**config.mk**
```make
export PLATFORM = sky130hd
export DESIGN_NAME = i3c_ahb_subsys
export DESIGN_NICKNAME = d
export VERILOG_FILES = /design/src/ahb_pkg.sv /design/src/i3c_csr_pkg.sv /design/src/i3c_queue.sv /design/src/ahb_csr_bridge.sv /design/src/i3c_csr_regs.sv /design/src/i3c_ahb_subsys.sv
export SDC_FILE = /design/constraint.sdc
export NUM_CORES = 1
export LEC_CHECK = 0
export ABC_AREA = 1
export BUFFER_PORTS_ARGS = -buffer_cell sky130_fd_sc_hd__buf_2
export CELL_PAD_IN_SITES_DETAIL_PLACEMENT = 2
export CELL_PAD_IN_SITES_GLOBAL_PLACEMENT = 2
export CORE_AREA = 2 2 276 278
export CTS_CLUSTER_DIAMETER = 40
export DETAILED_ROUTE_END_ITERATION = 10
export DIE_AREA = 0 0 278 280
export GPL_ROUTABILITY_DRIVEN = 0
export PLACE_DENSITY = 0.85
export SYNTH_ARGS = -nofsm -noshare
export SYNTH_HDL_FRONTEND = slang
export SYNTH_SLANG_ARGS = --single-unit
```
**constraint.sdc**
```tcl
create_clock -name hclk_i -period 4.6 [get_ports hclk_i]
set_clock_uncertainty 0.05 [all_clocks]
set_input_delay 0.69 -clock hclk_i [delete_from_list [all_inputs] [get_ports hclk_i]]
set_output_delay 0.69 -clock hclk_i [all_outputs]
set_load 0.01 [all_outputs]
```
**src/ahb_pkg.sv**
```systemverilog
// AHB-Lite transfer encodings and bus width constants

package ahb_pkg;

  localparam int unsigned AhbDataWidth = 64;
  localparam int unsigned AhbStrbWidth = AhbDataWidth / 8;

  // hsize code of a 32-bit access
  localparam logic [2:0] HsizeWord = 3'b010;

  typedef enum logic [1:0] {
    IDLE   = 2'b00,
    BUSY   = 2'b01,
    NONSEQ = 2'b10,
    SEQ    = 2'b11
  } htrans_e;

  typedef enum logic {
    OKAY  = 1'b0,
    ERROR = 1'b1
  } hresp_e;

endpackage

```
**src/i3c_csr_pkg.sv**
```systemverilog
// CSR port widths, register offsets and field positions of the I3C host block

package i3c_csr_pkg;

  localparam int unsigned CsrDataWidth = 32;
  localparam int unsigned CsrAddrWidth = 5;

  typedef enum logic [CsrAddrWidth-1:0] {
    HC_CONTROL      = 5'h00,
    RESET_CONTROL   = 5'h04,
    QUEUE_THLD_CTRL = 5'h08,
    INTR_STATUS     = 5'h0C,
    INTR_ENABLE     = 5'h10,
    QUEUE_SIZE      = 5'h14,
    COMMAND_PORT    = 5'h18,
    RX_DATA_PORT    = 5'h1C
  } csr_offset_e;

  // HC_CONTROL
  localparam int unsigned BusEnableBit = 0;

  // RESET_CONTROL
  localparam int unsigned CmdQueueRstBit = 0;
  localparam int unsigned RxQueueRstBit  = 1;

  // Threshold and queue size fields are all one byte wide
  localparam int unsigned QueueFieldWidth = 8;

  // QUEUE_THLD_CTRL
  localparam int unsigned CmdEmptyBufThldLsb = 0;
  localparam int unsigned RxBufThldLsb       = 8;

  // INTR_STATUS and INTR_ENABLE
  localparam int unsigned CmdReadyStatBit = 0;
  localparam int unsigned RxThldStatBit   = 1;

  // QUEUE_SIZE
  localparam int unsigned QsizeCmdLsb = 0;
  localparam int unsigned QsizeRxLsb  = 8;

endpackage

```
**src/i3c_queue.sv**
```systemverilog
// Show-ahead FIFO with flush, occupancy count and full/empty flags

module i3c_queue #(
  parameter int unsigned Width      = 32,
  parameter int unsigned QueueDepth = 8
) (
  input  logic                        hclk_i,
  input  logic                        arst_n_i,
  input  logic                        flush_i,
  input  logic                        push_i,
  input  logic [Width-1:0]            data_i,
  input  logic                        pop_i,
  output logic [Width-1:0]            data_o,
  output logic                        empty_o,
  output logic                        full_o,
  output logic [$clog2(QueueDepth):0] count_o
);

  localparam int unsigned PtrWidth = $clog2(QueueDepth);
  localparam int unsigned CntWidth = PtrWidth + 1;

  logic [Width-1:0]    mem [QueueDepth];
  logic [PtrWidth-1:0] wr_ptr_q;
  logic [PtrWidth-1:0] rd_ptr_q;
  logic [CntWidth-1:0] count_q;
  logic                do_push;
  logic                do_pop;

  assign do_push = push_i && !full_o;
  assign do_pop  = pop_i && !empty_o;

  // Pointers wrap on their own since the depth is a power of two
  always_ff @(posedge hclk_i or negedge arst_n_i) begin
    if (!arst_n_i) begin
      wr_ptr_q <= '0;
      rd_ptr_q <= '0;
      count_q  <= '0;
    end else if (flush_i) begin
      wr_ptr_q <= '0;
      rd_ptr_q <= '0;
      count_q  <= '0;
    end else begin
      if (do_push) wr_ptr_q <= wr_ptr_q + 1'b1;
      if (do_pop) rd_ptr_q <= rd_ptr_q + 1'b1;
      count_q <= count_q + CntWidth'(do_push) - CntWidth'(do_pop);
    end
  end

  always_ff @(posedge hclk_i) begin
    if (do_push && !flush_i) mem[wr_ptr_q] <= data_i;
  end

  assign data_o  = mem[rd_ptr_q];
  assign count_o = count_q;
  assign empty_o = (count_q == '0);
  assign full_o  = (count_q == CntWidth'(QueueDepth));

  // Producer and consumer must respect the flags
  a_no_push_full: assert property (@(posedge hclk_i) disable iff (!arst_n_i)
    push_i && !flush_i |-> !full_o)
    else $error("push into full queue");

  a_no_pop_empty: assert property (@(posedge hclk_i) disable iff (!arst_n_i)
    pop_i && !flush_i |-> !empty_o)
    else $error("pop from empty queue");

endmodule

```
**src/ahb_csr_bridge.sv**
```systemverilog
// AHB-Lite slave that turns single transfers into CSR requests
// Adds one wait state per access and the two-cycle ERROR response

module ahb_csr_bridge #(
  parameter int unsigned AhbAddrWidth = 32
) (
  input  logic                                 hclk_i,
  input  logic                                 arst_n_i,
  input  logic [AhbAddrWidth-1:0]              haddr_i,
  input  logic [2:0]                           hburst_i,
  input  logic [3:0]                           hprot_i,
  input  logic [2:0]                           hsize_i,
  input  logic [1:0]                           htrans_i,
  input  logic [ahb_pkg::AhbDataWidth-1:0]     hwdata_i,
  input  logic [ahb_pkg::AhbStrbWidth-1:0]     hwstrb_i,
  input  logic                                 hwrite_i,
  input  logic                                 hsel_i,
  input  logic                                 hready_i,
  output logic [ahb_pkg::AhbDataWidth-1:0]     hrdata_o,
  output logic                                 hreadyout_o,
  output logic                                 hresp_o,
  output logic                                 csr_req_o,
  output logic                                 csr_req_is_wr_o,
  output logic [i3c_csr_pkg::CsrAddrWidth-1:0] csr_addr_o,
  output logic [i3c_csr_pkg::CsrDataWidth-1:0] csr_wr_data_o,
  output logic [i3c_csr_pkg::CsrDataWidth-1:0] csr_wr_biten_o,
  input  logic                                 csr_rd_ack_i,
  input  logic                                 csr_rd_err_i,
  input  logic [i3c_csr_pkg::CsrDataWidth-1:0] csr_rd_data_i,
  input  logic                                 csr_wr_ack_i,
  input  logic                                 csr_wr_err_i
);

  import ahb_pkg::*;
  import i3c_csr_pkg::*;

  localparam int unsigned LaneBytes = CsrDataWidth / 8;

  typedef enum logic [2:0] {
    BR_IDLE,
    BR_REQ,
    BR_WAIT_ACK,
    BR_ERR1,
    BR_ERR2
  } bridge_state_e;

  bridge_state_e           state_q;
  bridge_state_e           state_d;
  logic                    take;
  logic                    ack_err;
  logic                    lane_q;
  logic                    is_wr_q;
  logic                    size_err_q;
  logic [CsrAddrWidth-1:0] addr_q;
  logic [LaneBytes-1:0]    lane_strb;

  // New address phase, only while the previous data phase completes
  assign take = hsel_i && hready_i && hreadyout_o && (htrans_i == NONSEQ || htrans_i == SEQ);

  assign ack_err = (csr_rd_ack_i && csr_rd_err_i) || (csr_wr_ack_i && csr_wr_err_i);

  always_comb begin
    state_d = state_q;
    case (state_q)
      BR_IDLE: begin
        if (take) state_d = BR_REQ;
      end
      BR_REQ: begin
        state_d = size_err_q ? BR_ERR1 : BR_WAIT_ACK;
      end
      BR_WAIT_ACK: begin
        if (ack_err) state_d = BR_ERR2;
        else if (take) state_d = BR_REQ;
        else state_d = BR_IDLE;
      end
      BR_ERR1: begin
        state_d = BR_ERR2;
      end
      BR_ERR2: begin
        state_d = take ? BR_REQ : BR_IDLE;
      end
      default: begin
        state_d = BR_IDLE;
      end
    endcase
  end

  always_ff @(posedge hclk_i or negedge arst_n_i) begin
    if (!arst_n_i) begin
      state_q <= BR_IDLE;
    end else begin
      state_q <= state_d;
    end
  end

  // Address phase capture, word aligned within the block
  always_ff @(posedge hclk_i) begin
    if (take) begin
      addr_q     <= {haddr_i[CsrAddrWidth-1:2], 2'b00};
      lane_q     <= haddr_i[2];
      is_wr_q    <= hwrite_i;
      size_err_q <= (hsize_i > HsizeWord);
    end
  end

  assign csr_req_o       = (state_q == BR_REQ) && !size_err_q;
  assign csr_req_is_wr_o = is_wr_q;
  assign csr_addr_o      = addr_q;
  assign csr_wr_data_o   = hwdata_i[lane_q*CsrDataWidth +: CsrDataWidth];
  assign lane_strb       = hwstrb_i[lane_q*LaneBytes +: LaneBytes];

  always_comb begin
    for (int i = 0; i < LaneBytes; i++) begin
      csr_wr_biten_o[i*8 +: 8] = {8{lane_strb[i]}};
    end
  end

  always_comb begin
    hreadyout_o = 1'b1;
    hresp_o     = OKAY;
    case (state_q)
      BR_REQ: begin
        hreadyout_o = 1'b0;
      end
      BR_WAIT_ACK: begin
        if (ack_err) begin
          hreadyout_o = 1'b0;
          hresp_o     = ERROR;
        end
      end
      BR_ERR1: begin
        hreadyout_o = 1'b0;
        hresp_o     = ERROR;
      end
      BR_ERR2: begin
        hresp_o = ERROR;
      end
      default: begin
        hreadyout_o = 1'b1;
      end
    endcase
  end

  // Read data sits in the addressed lane, the other lane stays zero
  always_comb begin
    hrdata_o = '0;
    if (state_q == BR_WAIT_ACK && csr_rd_ack_i && !csr_rd_err_i) begin
      hrdata_o[lane_q*CsrDataWidth +: CsrDataWidth] = csr_rd_data_i;
    end
  end

  a_ack_after_req: assert property (@(posedge hclk_i) disable iff (!arst_n_i)
    csr_req_o |=> (csr_rd_ack_i != csr_wr_ack_i) && (csr_wr_ack_i == $past(csr_req_is_wr_o)))
    else $error("CSR request without a matching ack");

  a_no_stray_ack: assert property (@(posedge hclk_i) disable iff (!arst_n_i)
    (csr_rd_ack_i || csr_wr_ack_i) |-> $past(csr_req_o))
    else $error("CSR ack without a request");

  a_err_two_cycles: assert property (@(posedge hclk_i) disable iff (!arst_n_i)
    (hresp_o == ERROR && !hreadyout_o) |=> (hresp_o == ERROR && hreadyout_o))
    else $error("broken two-cycle ERROR response");

endmodule

```
**src/i3c_csr_regs.sv**
```systemverilog
// CSR register block of the I3C host
// Decodes requests, drives the queue strobes and the threshold interrupt

module i3c_csr_regs #(
  parameter int unsigned QueueDepth = 8
) (
  input  logic                                 hclk_i,
  input  logic                                 arst_n_i,
  input  logic                                 csr_req_i,
  input  logic                                 csr_req_is_wr_i,
  input  logic [i3c_csr_pkg::CsrAddrWidth-1:0] csr_addr_i,
  input  logic [i3c_csr_pkg::CsrDataWidth-1:0] csr_wr_data_i,
  input  logic [i3c_csr_pkg::CsrDataWidth-1:0] csr_wr_biten_i,
  output logic                                 csr_rd_ack_o,
  output logic                                 csr_rd_err_o,
  output logic [i3c_csr_pkg::CsrDataWidth-1:0] csr_rd_data_o,
  output logic                                 csr_wr_ack_o,
  output logic                                 csr_wr_err_o,
  output logic                                 cmd_push_o,
  output logic [i3c_csr_pkg::CsrDataWidth-1:0] cmd_push_data_o,
  output logic                                 cmd_flush_o,
  output logic                                 cmd_pop_o,
  input  logic [i3c_csr_pkg::CsrDataWidth-1:0] cmd_head_i,
  input  logic                                 cmd_empty_i,
  input  logic                                 cmd_full_i,
  input  logic [$clog2(QueueDepth):0]          cmd_count_i,
  output logic                                 rx_pop_o,
  output logic                                 rx_flush_o,
  input  logic [i3c_csr_pkg::CsrDataWidth-1:0] rx_head_i,
  input  logic                                 rx_empty_i,
  input  logic [$clog2(QueueDepth):0]          rx_count_i,
  input  logic                                 cmd_pop_i,
  output logic                                 cmd_valid_o,
  output logic                                 intr_o
);

  import i3c_csr_pkg::*;

  localparam int unsigned CntWidth = $clog2(QueueDepth) + 1;

  logic [CsrDataWidth-1:0]    hc_control_q;
  logic [CsrDataWidth-1:0]    thld_ctrl_q;
  logic [CsrDataWidth-1:0]    intr_enable_q;
  logic [CsrDataWidth-1:0]    wr_masked;
  logic [CsrDataWidth-1:0]    intr_status;
  logic [CsrDataWidth-1:0]    queue_size;
  logic [CsrDataWidth-1:0]    rd_data_d;
  logic [QueueFieldWidth-1:0] cmd_thld;
  logic [QueueFieldWidth-1:0] rx_thld;
  logic [CntWidth-1:0]        cmd_free;
  logic                       err_d;
  logic                       hc_we;
  logic                       thld_we;
  logic                       ien_we;
  logic                       intr_q;

  assign wr_masked = csr_wr_data_i & csr_wr_biten_i;
  assign cmd_thld  = thld_ctrl_q[CmdEmptyBufThldLsb +: QueueFieldWidth];
  assign rx_thld   = thld_ctrl_q[RxBufThldLsb +: QueueFieldWidth];
  assign cmd_free  = CntWidth'(QueueDepth) - cmd_count_i;

  always_comb begin
    intr_status = '0;
    intr_status[CmdReadyStatBit] = CsrDataWidth'(cmd_free) >= CsrDataWidth'(cmd_thld);
    intr_status[RxThldStatBit]   = (rx_count_i != '0) &&
                                   (CsrDataWidth'(rx_count_i) >= CsrDataWidth'(rx_thld));
    queue_size = '0;
    queue_size[QsizeCmdLsb +: QueueFieldWidth] = QueueFieldWidth'(cmd_count_i);
    queue_size[QsizeRxLsb +: QueueFieldWidth]  = QueueFieldWidth'(rx_count_i);
  end

  // Strobes fire in the request cycle so they land on the ack edge
  always_comb begin
    err_d       = 1'b0;
    rd_data_d   = '0;
    hc_we       = 1'b0;
    thld_we     = 1'b0;
    ien_we      = 1'b0;
    cmd_push_o  = 1'b0;
    cmd_flush_o = 1'b0;
    rx_pop_o    = 1'b0;
    rx_flush_o  = 1'b0;
    if (csr_req_i) begin
      case (csr_offset_e'(csr_addr_i))
        HC_CONTROL: begin
          hc_we     = csr_req_is_wr_i;
          rd_data_d = hc_control_q;
        end
        RESET_CONTROL: begin
          cmd_flush_o = csr_req_is_wr_i && wr_masked[CmdQueueRstBit];
          rx_flush_o  = csr_req_is_wr_i && wr_masked[RxQueueRstBit];
        end
        QUEUE_THLD_CTRL: begin
          thld_we   = csr_req_is_wr_i;
          rd_data_d = thld_ctrl_q;
        end
        INTR_STATUS: begin
          err_d     = csr_req_is_wr_i;
          rd_data_d = intr_status;
        end
        INTR_ENABLE: begin
          ien_we    = csr_req_is_wr_i;
          rd_data_d = intr_enable_q;
        end
        QUEUE_SIZE: begin
          err_d     = csr_req_is_wr_i;
          rd_data_d = queue_size;
        end
        COMMAND_PORT: begin
          err_d      = !csr_req_is_wr_i || cmd_full_i;
          cmd_push_o = csr_req_is_wr_i && !cmd_full_i;
        end
        RX_DATA_PORT: begin
          err_d    = csr_req_is_wr_i || rx_empty_i;
          rx_pop_o = !csr_req_is_wr_i && !rx_empty_i;
          if (rx_pop_o) rd_data_d = rx_head_i;
        end
        default: begin
          err_d = 1'b1;
        end
      endcase
    end
  end

  always_ff @(posedge hclk_i or negedge arst_n_i) begin
    if (!arst_n_i) begin
      hc_control_q  <= '0;
      thld_ctrl_q   <= '0;
      intr_enable_q <= '0;
      csr_rd_ack_o  <= 1'b0;
      csr_rd_err_o  <= 1'b0;
      csr_wr_ack_o  <= 1'b0;
      csr_wr_err_o  <= 1'b0;
      intr_q        <= 1'b0;
    end else begin
      csr_rd_ack_o <= csr_req_i && !csr_req_is_wr_i;
      csr_rd_err_o <= csr_req_i && !csr_req_is_wr_i && err_d;
      csr_wr_ack_o <= csr_req_i && csr_req_is_wr_i;
      csr_wr_err_o <= csr_req_i && csr_req_is_wr_i && err_d;
      if (hc_we) hc_control_q <= (hc_control_q & ~csr_wr_biten_i) | wr_masked;
      if (thld_we) thld_ctrl_q <= (thld_ctrl_q & ~csr_wr_biten_i) | wr_masked;
      if (ien_we) intr_enable_q <= (intr_enable_q & ~csr_wr_biten_i) | wr_masked;
      intr_q <= |(intr_status & intr_enable_q);
    end
  end

  always_ff @(posedge hclk_i) begin
    csr_rd_data_o <= rd_data_d;
  end

  assign cmd_push_data_o = wr_masked;
  assign cmd_pop_o       = cmd_pop_i;
  assign cmd_valid_o     = !cmd_empty_i && hc_control_q[BusEnableBit];
  assign intr_o          = intr_q;

  // Core only pops what it has been offered
  a_pop_when_valid: assert property (@(posedge hclk_i) disable iff (!arst_n_i)
    cmd_pop_i |-> cmd_valid_o)
    else $error("core popped the command queue while cmd_valid_o was low");

  a_head_known: assert property (@(posedge hclk_i) disable iff (!arst_n_i)
    cmd_valid_o |-> !$isunknown(cmd_head_i))
    else $error("offered command word is unknown");

endmodule

```
**src/i3c_ahb_subsys.sv**
```systemverilog
// Top level with the AHB-Lite bridge, the CSR block and both queues

module i3c_ahb_subsys #(
  parameter int unsigned AhbAddrWidth = 32,
  parameter int unsigned QueueDepth   = 8
) (
  input  logic                                 hclk_i,
  input  logic                                 arst_n_i,
  input  logic [AhbAddrWidth-1:0]              haddr_i,
  input  logic [2:0]                           hburst_i,
  input  logic [3:0]                           hprot_i,
  input  logic [2:0]                           hsize_i,
  input  logic [1:0]                           htrans_i,
  input  logic [ahb_pkg::AhbDataWidth-1:0]     hwdata_i,
  input  logic [ahb_pkg::AhbStrbWidth-1:0]     hwstrb_i,
  input  logic                                 hwrite_i,
  input  logic                                 hsel_i,
  input  logic                                 hready_i,
  output logic [ahb_pkg::AhbDataWidth-1:0]     hrdata_o,
  output logic                                 hreadyout_o,
  output logic                                 hresp_o,
  output logic                                 cmd_valid_o,
  output logic [i3c_csr_pkg::CsrDataWidth-1:0] cmd_data_o,
  input  logic                                 cmd_pop_i,
  input  logic                                 rx_push_i,
  input  logic [i3c_csr_pkg::CsrDataWidth-1:0] rx_data_i,
  output logic                                 rx_full_o,
  output logic                                 intr_o
);

  import i3c_csr_pkg::*;

  localparam int unsigned CntWidth = $clog2(QueueDepth) + 1;

  logic                    csr_req;
  logic                    csr_req_is_wr;
  logic [CsrAddrWidth-1:0] csr_addr;
  logic [CsrDataWidth-1:0] csr_wr_data;
  logic [CsrDataWidth-1:0] csr_wr_biten;
  logic                    csr_rd_ack;
  logic                    csr_rd_err;
  logic [CsrDataWidth-1:0] csr_rd_data;
  logic                    csr_wr_ack;
  logic                    csr_wr_err;
  logic                    cmd_push;
  logic [CsrDataWidth-1:0] cmd_push_data;
  logic                    cmd_flush;
  logic                    cmd_pop;
  logic                    cmd_empty;
  logic                    cmd_full;
  logic [CntWidth-1:0]     cmd_count;
  logic                    rx_pop;
  logic                    rx_flush;
  logic [CsrDataWidth-1:0] rx_head;
  logic                    rx_empty;
  logic [CntWidth-1:0]     rx_count;

  ahb_csr_bridge #(
    .AhbAddrWidth(AhbAddrWidth)
  ) u_bridge (
    .hclk_i, .arst_n_i, .haddr_i, .hburst_i, .hprot_i, .hsize_i, .htrans_i,
    .hwdata_i, .hwstrb_i, .hwrite_i, .hsel_i, .hready_i,
    .hrdata_o, .hreadyout_o, .hresp_o,
    .csr_req_o(csr_req), .csr_req_is_wr_o(csr_req_is_wr), .csr_addr_o(csr_addr),
    .csr_wr_data_o(csr_wr_data), .csr_wr_biten_o(csr_wr_biten),
    .csr_rd_ack_i(csr_rd_ack), .csr_rd_err_i(csr_rd_err), .csr_rd_data_i(csr_rd_data),
    .csr_wr_ack_i(csr_wr_ack), .csr_wr_err_i(csr_wr_err)
  );

  i3c_csr_regs #(
    .QueueDepth(QueueDepth)
  ) u_regs (
    .hclk_i, .arst_n_i,
    .csr_req_i(csr_req), .csr_req_is_wr_i(csr_req_is_wr), .csr_addr_i(csr_addr),
    .csr_wr_data_i(csr_wr_data), .csr_wr_biten_i(csr_wr_biten),
    .csr_rd_ack_o(csr_rd_ack), .csr_rd_err_o(csr_rd_err), .csr_rd_data_o(csr_rd_data),
    .csr_wr_ack_o(csr_wr_ack), .csr_wr_err_o(csr_wr_err),
    .cmd_push_o(cmd_push), .cmd_push_data_o(cmd_push_data), .cmd_flush_o(cmd_flush),
    .cmd_pop_o(cmd_pop), .cmd_head_i(cmd_data_o), .cmd_empty_i(cmd_empty),
    .cmd_full_i(cmd_full), .cmd_count_i(cmd_count),
    .rx_pop_o(rx_pop), .rx_flush_o(rx_flush), .rx_head_i(rx_head),
    .rx_empty_i(rx_empty), .rx_count_i(rx_count),
    .cmd_pop_i, .cmd_valid_o, .intr_o
  );

  i3c_queue #(
    .Width     (CsrDataWidth),
    .QueueDepth(QueueDepth)
  ) u_cmd_queue (
    .hclk_i, .arst_n_i,
    .flush_i(cmd_flush), .push_i(cmd_push), .data_i(cmd_push_data), .pop_i(cmd_pop),
    .data_o(cmd_data_o), .empty_o(cmd_empty), .full_o(cmd_full), .count_o(cmd_count)
  );

  // Core fills the receive queue directly
  i3c_queue #(
    .Width     (CsrDataWidth),
    .QueueDepth(QueueDepth)
  ) u_rx_queue (
    .hclk_i, .arst_n_i,
    .flush_i(rx_flush), .push_i(rx_push_i), .data_i(rx_data_i), .pop_i(rx_pop),
    .data_o(rx_head), .empty_o(rx_empty), .full_o(rx_full_o), .count_o(rx_count)
  );

endmodule

```
==> run metrics <==
Setup crit start kind register; Main synth FF type edfxtp_1; crit-path max FO 63; Peak VDD IR 0.000365 V; reg2reg start u_rx_queue.rd_ptr_q[0]; critical path required time 3860 ps; synthesized cell area 0.0289 sq mm; hold_ws 130 ps; share of cells above drive strength 1 18.1%; Layout area overhead 20.5%; TritonRoute pass-1 iters 5; critical path depth 7; Reg clk slew, reported paths 60 ps; htree depth 3; Max transition margin 28.0%; vias post-DR 22191; P_int 0.0140 W; fin nets 3130; status finished, final reports clean; PwrDens 609 mW/mm^2; type of the worst min-delay path in2async; Mapped Nets 2901; crit end category output pin; part of the power in combinational logic 22.7%; global route total overflow 0; min Tclk post-route 4200 ps; number of warnings issued by yosys 0; switching share of power 33.7%; MaxCap Viol Count 0; Leakage Power 14.1 nW; cells after synthesis 2718; synthesized area per cell 10.6 sq um; clock network power share 41.1%; Final Max Tran Viols 0; row count 101; CTS buffer count 109; Largest stage delay, worst path 750 ps; CP Buf/Inv Count 3; setup tns final 0 ps; core area 0.0752 sq mm; most frequent CP cell nand2_1; Synth top area share 53.7%; Slowest cell on crit path dfrtp_4; vias per inst 5.52; Layout Cells excl Fill 4022; endpoint arrival time on the critical path 3460 ps; fraction of registers with async set/reset 18.4%; post-synthesis sequential area ratio 66.7%; postcts setup bufs 0; Initial DRC Count 1701; worst skew pair latency 670 ps; crit path cell chain inv_2 -> buf_12 -> nor2_1 -> o32ai_1 -> nand2_1 -> nand2_1 -> buf_2; Synth area leader edfxtp_1; PostCTS Resize Cnt 0; f_max 238 MHz; setup violators final 0; Die Wd 278 um; Distinct cells, synth 46; Tcrit/Tclk final 91.4%; r2r endpoint u_regs.csr_rd_data_o[6]; Sinks on Clock Net 673; I/O Pins 256; initial antenna violation count 5; Post-synth top cells 637 x nand2_1, 517 x edfxtp_1, 384 x nor2_1, 223 x inv_1, 179 x o21ai_0; Initial Util 38.4%; die height 280 um; TritonCTS clock tree built; global-route wire length before repair 164000 um; reg2reg path depth 8; GRT Overall Usage 28.0%; DIE AREA 0.0778 sq mm; synth top area cells edfxtp_1 54%, dfrtp_1 11%, nand2_1 8.3%; vias in the first global route 25529; DRC errors left 0; most common cell in the netlist nand2_1; placed cells 3814; Post-synth EDFFs 517; Clock Path Buffers 3; family with the most delay on the worst path buffers and inverters; drt wl/cell 27.2 um; Sequential Power Share 36.2%; Hold-fix buffers, CTS 0; Yosys reg bits 673; crit path kind reg2out; unrepaired setup endpoints after global routing no; final wirelength 109000 um; CTS Root Cell clkbuf_16; largest net degree at the start of global routing 83; post-route ant nets 0; Fillers 7542; Crit. Startpoint u_cmd_queue.rd_ptr_q[0]; Tightest Pin Transition 1080 ps; Setup crit end cmd_data_o[0]; post-DP HPWL 61700 um; FF-to-FF setup slack 1260 ps; Final Hold Viols 0; sw power 0.00714 W; number of buffers added on ports 218
## cells in the final DEF (no fill, tap or decap), types with 7 or more instances in the layout
cell type and instances:
buf_4 39, nor2_4 11, o21ai_0 179, o21ai_1 47
dfxtp_1 32, nand3_1 126, nor2_1 380, clkbuf_16 116
clkinvlp_4 23, a21oi_1 37, bufinv_16 14, clkinv_1 7
clkinv_2 22, inv_6 7, nor3_2 12, mux2i_1 32
or2_2 31, inv_1 221, inv_2 11, buf_2 217
edfxtp_1 517, ha_1 26, o32ai_1 32, nand2_1 637
dfrtp_1 120, o22ai_1 71
## power by group through the flow
stage	Combinational [W]	Sequential (W)	Clock, W
CTS	0.00485	0.00766	0.00880
finish	0.00482	0.00767	0.00871
global route	0.00527	0.00771	0.00903
global placement	0.00413	0.00766	0
floorplan	0.00304	0.00743	0
detailed placement	0.00456	0.00774	0
## how the worst min path moves through the flow
stage / startpoint / endpoint / depth (start not counted)
after global routing: haddr_i[2] / u_bridge.csr_addr_o[2] / 1
after detailed placement: register / register / 2
after CTS: arst_n_i / async pin / 1
after global placement: u_bridge.state_q[1] / u_bridge.state_q[1] / 1
after floorplan: arst_n_i / async pin / 0
final: arst_n_i / async pin / 1
## cell families (layout without fill, tap and decap cells)
| group | count (synthesis) | count (layout) | share of synthesized area, % |
|---|---|---|---|
| and+or+nand+nor | 1228 | 1228 | 17.8 |
| DFF | 673 | 673 | 66.7 |
| buffers and inverters | 376 | 701 | 5.50 |
| AOI/OAI and AO/OA | 369 | 369 | 7.15 |
| muxes | 35 | 35 | 1.31 |
| adders and majority gates | 28 | 28 | 1.26 |
| xor gates and xnor gates | 9 | 9 | 0.273 |
| other | 0 | 1 | 0 |
## layout make-up
cell class | count | area [sq um] | area share [%]
Sequential cell | 673 | 19300 | 55.4
Antenna cell | 1 | 2.50 | 0.00719
Inverter | 235 | 885 | 2.54
Timing Repair Buffer | 259 | 1440 | 4.13
Multi-Input combinational cell | 1669 | 8110 | 23.3
Tap cell | 978 | 1220 | 3.51
Clock buffer | 126 | 2980 | 8.56
Clock inverter | 81 | 896 | 2.57
## metal layers
metal / share of wire [%] / vias to the layer above / GRT usage [%]
met2: 53 / 711 / 51.5
met5: 0.037 / - / 0
met3: 4.5 / 280 / 4.37
met4: 4.2 / 6 / 11.9
li1: - / 9634 / -
met1: 39 / 11560 / 32.3
## stage by stage
step                setup WS (ps)  total power (W)  instance area, sq um  utilization [%]
finish                        396           0.0212                 34800             46.3
global route                  224           0.0220                 34800             46.3
floorplan                     568           0.0105                 28900                -
global placement             1330           0.0118                 30900             41.1
CTS                           357           0.0213                 34800             46.3
detailed placement           1110           0.0123                 30900             41.1
Note: power is estimated with default switching activity, not from simulation.
